$ cat src/logic/rename_config.svh
`ifndef RENAME_CONFIG_SVH
`define RENAME_CONFIG_SVH

// sizing of the rename stage

// architectural registers visible to software
`define NUM_GEN_REG 32

// physical registers behind the map table
`define NUM_PHYS_REG 48

// in-order retire buffer entries
`define RB_DEPTH 32

// tags not mapped at reset all start on the free list
`define FL_DEPTH (`NUM_PHYS_REG - `NUM_GEN_REG)

`endif

$ cat src/logic/rename_pkg.sv
`default_nettype none

`include "rename_config.svh"

package rename_pkg;

	// architectural register number
	typedef logic [$clog2(`NUM_GEN_REG)-1:0] arch_reg_t;

	// physical register tag
	typedef logic [$clog2(`NUM_PHYS_REG)-1:0] phys_reg_t;

	// free list occupancy, 0 through FL_DEPTH inclusive
	typedef logic [$clog2(`FL_DEPTH+1)-1:0] fl_count_t;

	// slot number in the retire buffer
	typedef logic [$clog2(`RB_DEPTH)-1:0] rb_idx_t;

	// dispatch request, the strobe travels separately
	typedef struct packed {
		arch_reg_t dest;
	} dispatch_t;

	// rename result, one cycle after accept
	typedef struct packed {
		logic      valid;
		arch_reg_t dest;
		phys_reg_t t;
		phys_reg_t t_old;
		rb_idx_t   rb_idx;
	} rename_rsp_t;

	// one retire buffer slot
	typedef struct packed {
		arch_reg_t dest;
		phys_reg_t t;
		phys_reg_t t_old;
	} rb_entry_t;

	// retire report, one cycle after the retire strobe
	typedef struct packed {
		logic      valid;
		arch_reg_t dest;
		phys_reg_t t;
		phys_reg_t t_old;
	} retire_rec_t;

endpackage

`default_nettype wire

$ cat src/logic/free_list.sv
`timescale 1ns/1ns
`default_nettype none

`include "rename_config.svh"

module free_list import rename_pkg::*; (
	input  logic      clock,
	input  logic      reset,
	// tag coming back from retire
	input  logic      push,
	input  phys_reg_t push_tag,
	// tag handed to dispatch
	input  logic      pop,
	output phys_reg_t head_tag,
	output logic      empty,
	output fl_count_t count
);

	localparam int DEPTH = `FL_DEPTH;

	typedef logic [$clog2(DEPTH)-1:0] ptr_t;

	// ring storage for free tags
	phys_reg_t ring [DEPTH];

	// oldest free tag
	ptr_t head;
	// next slot to fill
	ptr_t tail;

	ptr_t head_next;
	ptr_t tail_next;

	// wrap explicitly so a depth that is not a power of two still works
	assign head_next = (head == ptr_t'(DEPTH - 1)) ? '0 : head + 1'b1;
	assign tail_next = (tail == ptr_t'(DEPTH - 1)) ? '0 : tail + 1'b1;

	assign head_tag = ring[head];
	assign empty    = (count == '0);

	// storage, loaded at reset with every tag the map table does not hold
	always_ff @(posedge clock) begin
		if (reset) begin
			for (int i = 0; i < DEPTH; i++) begin
				ring[i] <= phys_reg_t'(`NUM_GEN_REG + i);
			end
		end else if (push) begin
			ring[tail] <= push_tag;
		end
	end

	// pointers and occupancy
	always_ff @(posedge clock) begin
		if (reset) begin
			head  <= '0;
			// ring starts full so tail has wrapped back to slot 0
			tail  <= '0;
			count <= fl_count_t'(DEPTH);
		end else begin
			if (pop) begin
				head <= head_next;
			end
			if (push) begin
				tail <= tail_next;
			end
			// push and pop together leave the count alone
			case ({push, pop})
				2'b10: count <= count + 1'b1;
				2'b01: count <= count - 1'b1;
				default: count <= count;
			endcase
		end
	end

endmodule

`default_nettype wire

$ cat src/logic/map_table.sv
`timescale 1ns/1ns
`default_nettype none

`include "rename_config.svh"

module map_table import rename_pkg::*; (
	input  logic      clock,
	input  logic      reset,
	// read port, gives T_old for the dispatching dest
	input  arch_reg_t lookup,
	output phys_reg_t lookup_tag,
	// write port, points dest at its new tag
	input  logic      write,
	input  arch_reg_t write_dest,
	input  phys_reg_t write_tag
);

	localparam int NUM_REGS = `NUM_GEN_REG;

	// current physical tag per architectural register
	phys_reg_t map [NUM_REGS];

	// combinational read sees the old mapping
	// a write in the same cycle only lands at the edge
	assign lookup_tag = map[lookup];

	always_ff @(posedge clock) begin
		if (reset) begin
			// identity map, r_i lives in p_i
			for (int i = 0; i < NUM_REGS; i++) begin
				map[i] <= phys_reg_t'(i);
			end
		end else if (write) begin
			map[write_dest] <= write_tag;
		end
	end

endmodule

`default_nettype wire

$ cat src/logic/retire_buffer.sv
`timescale 1ns/1ns
`default_nettype none

`include "rename_config.svh"

module retire_buffer import rename_pkg::*; (
	input  logic        clock,
	input  logic        reset,
	// new entry from dispatch
	input  logic        push,
	input  rb_entry_t   push_entry,
	// slot the next push will land in
	output rb_idx_t     push_idx,
	output logic        full,
	// retire strobe, ignored while empty
	input  logic        retire,
	// T_old going back to the free list
	output logic        rel_valid,
	output phys_reg_t   rel_tag,
	// registered report of the retired entry
	output retire_rec_t retired
);

	localparam int DEPTH = `RB_DEPTH;

	typedef logic [$clog2(DEPTH+1)-1:0] occ_t;

	// entries in program order, head is the oldest
	rb_entry_t entries [DEPTH];

	rb_idx_t head;
	rb_idx_t tail;
	occ_t    occ;

	rb_idx_t   head_next;
	rb_idx_t   tail_next;
	logic      pop;
	rb_entry_t oldest;

	assign head_next = (head == rb_idx_t'(DEPTH - 1)) ? '0 : head + 1'b1;
	assign tail_next = (tail == rb_idx_t'(DEPTH - 1)) ? '0 : tail + 1'b1;

	assign oldest = entries[head];

	// retire only when there is something to retire
	assign pop = retire && (occ != '0);

	assign full      = (occ == occ_t'(DEPTH));
	assign push_idx  = tail;
	assign rel_valid = pop;
	assign rel_tag   = oldest.t_old;

	// entry storage
	always_ff @(posedge clock) begin
		if (push) begin
			entries[tail] <= push_entry;
		end
	end

	// pointers and occupancy
	always_ff @(posedge clock) begin
		if (reset) begin
			head <= '0;
			tail <= '0;
			occ  <= '0;
		end else begin
			if (push) begin
				tail <= tail_next;
			end
			if (pop) begin
				head <= head_next;
			end
			case ({push, pop})
				2'b10: occ <= occ + 1'b1;
				2'b01: occ <= occ - 1'b1;
				default: occ <= occ;
			endcase
		end
	end

	// report the retired entry one cycle after the strobe
	always_ff @(posedge clock) begin
		if (reset) begin
			retired.valid <= 1'b0;
		end else begin
			retired.valid <= pop;
			if (pop) begin
				retired.dest  <= oldest.dest;
				retired.t     <= oldest.t;
				retired.t_old <= oldest.t_old;
			end
		end
	end

endmodule

`default_nettype wire

$ cat src/logic/rename_core.sv
`timescale 1ns/1ns
`default_nettype none

`include "rename_config.svh"

module rename_core import rename_pkg::*; (
	input  logic        clock,
	input  logic        reset,
	input  logic        dispatch,
	input  dispatch_t   dispatch_op,
	input  logic        retire,
	output logic        stall,
	output rename_rsp_t rename_rsp,
	output retire_rec_t retired,
	output fl_count_t   free_count
);

	// free list side
	phys_reg_t free_tag;
	logic      fl_empty;

	// map table side
	phys_reg_t old_tag;

	// retire buffer side
	logic      rb_full;
	rb_idx_t   push_idx;
	rb_entry_t rb_push_entry;
	logic      rel_valid;
	phys_reg_t rel_tag;

	logic accept;

	// no free tag or no room to track the instruction
	assign stall  = fl_empty || rb_full;
	// a stalled dispatch is dropped, the source holds it
	assign accept = dispatch && !stall;

	assign rb_push_entry = '{dest: dispatch_op.dest, t: free_tag, t_old: old_tag};

	free_list u_free_list (
		.clock    (clock),
		.reset    (reset),
		.push     (rel_valid),
		.push_tag (rel_tag),
		.pop      (accept),
		.head_tag (free_tag),
		.empty    (fl_empty),
		.count    (free_count)
	);

	map_table u_map_table (
		.clock      (clock),
		.reset      (reset),
		.lookup     (dispatch_op.dest),
		.lookup_tag (old_tag),
		.write      (accept),
		.write_dest (dispatch_op.dest),
		.write_tag  (free_tag)
	);

	retire_buffer u_retire_buffer (
		.clock      (clock),
		.reset      (reset),
		.push       (accept),
		.push_entry (rb_push_entry),
		.push_idx   (push_idx),
		.full       (rb_full),
		.retire     (retire),
		.rel_valid  (rel_valid),
		.rel_tag    (rel_tag),
		.retired    (retired)
	);

	// rename result, values sampled in the accept cycle
	always_ff @(posedge clock) begin
		if (reset) begin
			rename_rsp.valid <= 1'b0;
		end else begin
			rename_rsp.valid <= accept;
			if (accept) begin
				rename_rsp.dest   <= dispatch_op.dest;
				rename_rsp.t      <= free_tag;
				rename_rsp.t_old  <= old_tag;
				rename_rsp.rb_idx <= push_idx;
			end
		end
	end

endmodule

`default_nettype wire

$ cat config.mk
export PLATFORM = sky130hd
export DESIGN_NAME = rename_core
export DESIGN_NICKNAME = d
export VERILOG_FILES = /design/src/logic/rename_pkg.sv /design/src/logic/free_list.sv /design/src/logic/map_table.sv /design/src/logic/retire_buffer.sv /design/src/logic/rename_core.sv
export VERILOG_INCLUDE_DIRS = /design/src /design/src/logic
export SDC_FILE = /design/constraint.sdc
export NUM_CORES = 1
export LEC_CHECK = 0
export ABC_AREA = 1
export BUFFER_PORTS_ARGS = -buffer_cell sky130_fd_sc_hd__buf_4
export CORE_MARGIN = 2
export CORE_UTILIZATION = 45
export DETAILED_ROUTE_END_ITERATION = 6
export GPL_ROUTABILITY_DRIVEN = 0
export GPL_TIMING_DRIVEN = 0
export PLACE_DENSITY = 0.69
export SETUP_SLACK_MARGIN = 0.4
export SYNTH_ARGS = -nofsm -noshare
export SYNTH_HDL_FRONTEND = slang
export SYNTH_HIERARCHICAL = 1
export SYNTH_SLANG_ARGS = --single-unit
$ cat constraint.sdc
create_clock -name clock -period 7.4 [get_ports clock]
set_input_delay 0.74 -clock clock [delete_from_list [all_inputs] [get_ports clock]]
set_output_delay 0.74 -clock clock [all_outputs]
set_load 0.05 [all_outputs]
==> results of run 1 <==
==> through the flow <==
stage | area (um2) | worst slack [ns] | total power, mW
final | 44600 | 3.25 | 15.0
after global placement | 40700 | 3.08 | 10.2
after global routing | 44600 | 3.25 | 15.5
after floorplan | 38900 | 4.33 | 8.63
after detailed placement | 41500 | 3.38 | 10.3
after CTS | 44600 | 3.36 | 14.9
==> where the power goes <==
group	switching, mW	internal [mW]	total (mW)
Combinational	3.11	0.948	4.06
Clock	2.03	2.65	4.68
Sequential	0.111	6.12	6.23
Total	5.25	9.72	15.0
==> area by class of cell <==
cell class	instances	area, um2
flip-flops and latches	911	27000
repair buffers	91	1130
clock inverters	59	613
fillers	7274	40800
plain buffers	208	1070
clock buffers	114	2470
multi-input cells	2295	10200
inverters	187	704
well taps	1144	1430
==> per-layer routing <==
layer  vias up  GRT usage [%]  part of all wire, %
met5         -              0                0.011
met1     13666           33.5                   38
met2      1735           40.5                   46
met3       290           4.70                   11
li1      12688              -                    -
met4         2           11.7                  4.8
==> flip-flops by register name, indices dropped and copies added (netlist names), named ones only <==
signal	flops
u_retire_buffer/retired	18
u_retire_buffer/push_idx	5
u_free_list/count	5
rename_rsp	23
u_free_list/tail	4
u_retire_buffer/head	5
u_free_list/head	4
u_retire_buffer/occ	6
u_free_list/ring	96
u_map_table/map	192
u_retire_buffer/entries	544
==> cells in the final DEF (no fill, tap or decap), types with 45 or more instances in the layout <==
cell,instances
a21oi_1,148
buf_2,85
buf_4,75
clkbuf_1,83
clkbuf_16,93
edfxtp_1,871
inv_1,161
nand2_1,1157
nand3_1,548
nor2_1,231
nor2_2,45
==> critical path, stage by stage, from the launching register on <==
cell	delay, ns
dfxtp_1	0.42
buf_2	0.37
buf_2	0.40
buf_2	0.31
a21oi_1	0.09
o31ai_1	0.56
a21oi_1	0.35
buf_4	0.23
inv_1	0.29
clkbuf_1	0.70
nand2_1	0.14
==> kinds of logic after synthesis <==
kind of cell	count (synthesis)	synth area share (%)
AO/OA/AOI/OAI	235	3.34
flip-flops	911	69.4
multiplexers	1	0.0258
XOR/XNOR	8	0.180
buffers and inverters	395	4.58
adder cells (fa/ha/maj)	19	0.612
AND/OR/NAND/NOR	2032	21.9
==> path summary, 6_finish.rpt <==
path,startpoint,cells past startpoint,slack [ns],end
min,reset,2,0.31,rename_rsp[22]
max,flip-flop,10,3.25,u_free_list/ring[5][0]
max reg2reg,flip-flop,10,3.25,u_free_list/ring[5][0]
min reg2reg,u_retire_buffer/occ[0],1,0.51,u_retire_buffer/occ[0]
==> metrics.md, run 1 <==
| Metric | Value |
|---|---|
| Synthesized area | `0.0389 mm2` |
| HPWL after DPL | `between 70000 and 80000 um` |
| Final setup TNS | `0 ns` |
| Core footprint | `0.0854 mm2` |
| Tmin final | `roughly 4.2 ns` |
| Critical path endpoint category | `flip-flop` |
| Crit start category | `flip-flop` |
| Avg Cell Area, Syn | `10.8 um2` |
| Via count | `28381` |
| Pin count of the biggest net entering global routing | `45` |
| GRT Util Overall | `25.3%` |
| YS warnings | `6` |
| Worst Skew | `approximately 0.053 ns` |
| CTS Buf Count | `93` |
| Post_cts resized | `0` |
| Number of DRC markers in iteration 0 | `3950` |
| Final setup vio count | `0` |
| First-pass GRT wire length | `167000 um` |
| Worst-Margin Slew | `0.975 ns` |
| Worst EP required | `between 7 and 8 ns` |
| Top cells by area, synth | `edfxtp_1, nand2_1, nand3_1, nor2_1, dfxtp_1` |
| Post-Synthesis Cells | `3601` |
| Crit path arrival time | `approximately 4.5 ns` |
| Post-synth EDFFs | `about 870` |
| WL final | `around 110000 um` |
| Critical path fanouts, max | `10` |
| Root Buffer | `clkbuf_16` |
| H-tree depth | `3` |
| Clock transition at path regs | `about 0.06 ns` |
| Primary FF master, synth | `edfxtp_1` |
| Count leader, synth | `nand2_1` |
| CTS Buffer Depth | `3` |
| Max Slew Vio Count | `0` |
| Layout cells sized above 1 | `about an eighth` |
| Antenna Nets Post-Route | `0` |
| Leak pwr | `16.4 nW` |
| Synth top cells by count | `nand2_1, edfxtp_1, nand3_1` |
| Post-synth top area cell | `edfxtp_1` |
| Post-CTS setup buffer count | `0` |
| Hold Violations, Final | `0` |
| FMAX | `241 MHz` |
| Antenna violations before repair | `3` |
| PortBufs | `55` |
| Ys async rst share | `0%` |
| Tcrit/Tclk final | `56.1%` |
| Cell count after placement | `4836` |
| Initial Utilization | `45.5%` |
| Post-route DRC violation count | `0` |
| Syn nets | `approximately 3600` |
| Area grow syn2layout | `14.8%` |
| Seq/Total Area, Yosys | `between 60% and 70%` |
| DR vias/cell | `5.67` |
| IO Count | `56` |
| ANT cells | `0` |
| Yosys cell types | `36` |
| DR pass1 iterations | `5` |
| Rows | `107` |
| Vias in the first global route | `26894` |
| WHS | `0.315 ns` |
| Die height | `298 um` |
| Worst relative slew slack | `around a third` |
| Worst skew pair latency | `roughly 0.7 ns` |
| Power Dens Cells | `roughly 340 mW/mm2` |
| DR WL/cell | `22.7 um` |
| Fin nets | `3815` |
| Hold buffer count at cts | `0` |
| Chip Width | `298 um` |
| Max-cap violations | `0` |
| Gr ovfl total | `0` |
| Fin cells | `5009` |
| Hold Crit Class | `in -> reg` |
| Finished Core Util | `a little over half` |
| Synth Register Bits | `911` |
| Synth top area share | `67.3%` |
| RSZ-0062 raised after global routing | `false` |
| Sink Count | `~900` |
| Worst VDD drop | `between 0.15 and 0.2 mV` |
| Crit path kind | `reg -> reg` |
| Status | `complete, no violations` |
| CTS tree | `done` |
| Full die area | `slightly below 0.09 mm2` |
(Power assumes the default switching activity.)
==> run 2: changes to the inputs <==
- clock period: 7.4 -> 4.3 ns (I/O delays scaled with it)
==> run 2 against run 1 <==
Compared with the run above: maximum frequency grew 8.4%; total power up 72%; sequential power is 72% higher; routed wire length decreased by 0.12%; cell count about the same; global-route usage barely moved; critical path depth unchanged; worst setup slack got worse by 2.8 ns; sequential share of layout area about the same; highest routed layer unchanged.
==> metrics.md, run 2 (same netlist as run 1, synthesis figures left out) <==
| Metric | Value |
|---|---|
| Number of DRC markers in iteration 0 | `3926 (-0.61%)` |
| Hold depth | `3 (+1)` |
| Crit path kind | `reg -> reg` |
| Crit start category | `flip-flop` |
| Hold Violations, Final | `0 (unchanged)` |
| Leak pwr | `16.5 nW (+0.14%)` |
| WL final | `114000 um (-0.12%)` |
| Final setup vio count | `0 (unchanged)` |
| Pin count of the biggest net entering global routing | `45 (unchanged)` |
| Area grow syn2layout | `14.9% (about the same)` |
| Logic pwr share | `27.1% (about the same)` |
| HPWL after DPL | `77100 um (unchanged)` |
| Most frequent cells in the layout | `nand2_1, edfxtp_1, nand3_1, nor2_1, inv_1` |
| WHS | `0.0538 ns (-0.261 ns)` |
| DR WL/cell | `22.7 um (-0.16%)` |
| CTS Buf Count | `93 (unchanged)` |
| Fin cells | `5011 (+0.040%)` |
| Clock power share | `31.2% (about the same)` |
| Max-cap violations | `0 (unchanged)` |
| Status | `complete, no violations` |
| Antenna Nets Post-Route | `0 (unchanged)` |
| Largest regs | `u_retire_buffer/entries x544, u_map_table/map x192, u_free_list/ring x96` |
| Tmin final | `3.83 ns (-0.323 ns)` |
| Sink Count | `911 (unchanged)` |
| Reg power frac | `41.7% (about the same)` |
| Worst VDD drop | `0.318 mV (+72%)` |
| Worst Reg-to-Reg Cells | `10 (unchanged)` |
| Sw Ratio | `35.0% (-0.039 points)` |
| Gr ovfl total | `0 (unchanged)` |
| RSZ-0062 raised after global routing | `false` |
| Chip Width | `298 um (unchanged)` |
| Antenna violations before repair | `3 (unchanged)` |
| Finished Core Util | `52.3% (about the same)` |
| Worst Skew | `0.0521 ns (-0.00120 ns)` |
| Critical path fanouts, max | `10 (unchanged)` |
| Most common cell after layout, fill and taps aside | `nand2_1` |
| H-tree depth | `3 (unchanged)` |
| Die height | `298 um (unchanged)` |
| Post-route DRC violation count | `0 (unchanged)` |
| P_sw | `9.02 mW (+72%)` |
| Rows | `107 (unchanged)` |
| Tcrit/Tclk final | `89.0% (+33 points)` |
| IO Count | `56 (unchanged)` |
| DR pass1 iterations | `6 (+1)` |
| First-pass GRT wire length | `167000 um (about the same)` |
| Initial Utilization | `45.5% (unchanged)` |
| Area post-placement | `0.0415 mm2 (unchanged)` |
| Final Power | `25.8 mW (+72%)` |
| Max Slew Vio Count | `0 (unchanged)` |
| Power Dens Cells | `577 mW/mm2 (+72%)` |
| CTS Buffer Depth | `3 (unchanged)` |
| Clock transition at path regs | `0.06 ns (about the same)` |
| Worst skew pair latency | `0.69 ns (about the same)` |
| Hold Crit Class | `in -> reg` |
| Max reg flops | `544 (unchanged)` |
| Worst EP required | `4.68 ns (-3.10 ns)` |
| Vias in the first global route | `26901 (+0.026%)` |
| Crit path arrival time | `4.21 ns (-0.32 ns)` |
| Reg with most FFs | `u_retire_buffer/entries` |
| Fin nets | `3816 (+0.026%)` |
| GRT Util Overall | `25.3% (about the same)` |
| PortBufs | `55 (unchanged)` |
| Final Cell Area | `0.0446 mm2 (about the same)` |
| FMAX | `261 MHz (+8.4%)` |
| Via count | `28381 (unchanged)` |
| DR vias/cell | `5.66 (about the same)` |
| Worst-Margin Slew | `0.974 ns (-0.00117 ns)` |
| CTS tree | `done` |
| Critical path endpoint category | `flip-flop` |
| Layout cells sized above 1 | `11.8% (+0.15 points)` |
| Full die area | `0.0887 mm2 (unchanged)` |
| Worst relative slew slack | `35.0% (+0.078 points)` |
| Cell count after placement | `4836 (unchanged)` |
| Root Buffer | `clkbuf_16` |
| Internal | `16.7 mW (+72%)` |
| Core footprint | `0.0854 mm2 (unchanged)` |
[run 2: cell types whose count changed in the layout (fill, tap and decap cells not counted)]
| cell | before | now |
|---|---|---|
| clkbuf_2 | 0 | 6 |
| clkbuf_1 | 83 | 77 |
| dlygate4sd3_1 | 0 | 1 |
| diode_2 | 0 | 1 |
[run 2: area by class of cell]
cell class / instances / area (um2)
antenna: 1 / 2.50
buffer: 208 / 1080
clock buffer: 114 / 2470
clock inverter: 59 / 613
fill: 7274 / 40800
inverter: 187 / 704
multi-input combinational: 2295 / 10200
sequential: 911 / 27000
tap: 1144 / 1430
timing repair buffer: 92 / 1140
[run 2: power by group through the flow]
stage          logic, mW  clock network (mW)  registers (mW)
3_5_place_dp        6.80                   0            10.9
5_1_grt             7.41                8.48            10.8
6_report            6.99                8.04            10.7
3_3_place_gp        6.58                   0            10.9
4_1_cts             6.84                8.11            10.7
2_1_floorplan       3.66                   0            11.2
[run 2: critical path, stage by stage, from the launching register on]
cell and delay (ns):
dfxtp_1 0.41, buf_2 0.36, buf_2 0.38, buf_2 0.31, a21oi_1 0.09, o31ai_1 0.57, a21oi_1 0.35, buf_4 0.23
inv_1 0.28, clkbuf_2 0.44, nand2_1 0.11
[run 2: repair_timing]
action	in CTS	in global routing
setup buffers	0	0
gates resized for setup	3	6
endpoints found under the setup margin	25	30
endpoints found under the hold margin	1	0
hold buffers	1	0
[run 2: metal layers]
layer / vias up / wire (um) / track usage (%)
met1: 13589 / 42300 / 33.5
met5: - / 13 / 0
met4: 2 / 5750 / 11.7
li1: 12694 / - / -
met3: 316 / 12900 / 4.70
met2: 1780 / 52600 / 40.5
[run 2: metrics by stage]
step / setup TNS (ns) / worst slack [ns]
2_1_floorplan: 0 / 1.23
3_3_place_gp: -0.325 / -0.0198
3_5_place_dp: 0 / 0.277
4_1_cts: 0 / 0.443
5_1_grt: 0 / 0.411
6_report: 0 / 0.473
[run 2: worst paths after layout]
check | slack [ns] | from | to
min reg2reg | 0.51 | u_retire_buffer/occ[0] | u_retire_buffer/occ[0]
min | 0.05 | dispatch | rename_rsp[22]
max reg2reg | 0.47 | flip-flop | u_free_list/ring[13][0]
max | 0.47 | flip-flop | u_free_list/ring[13][0]
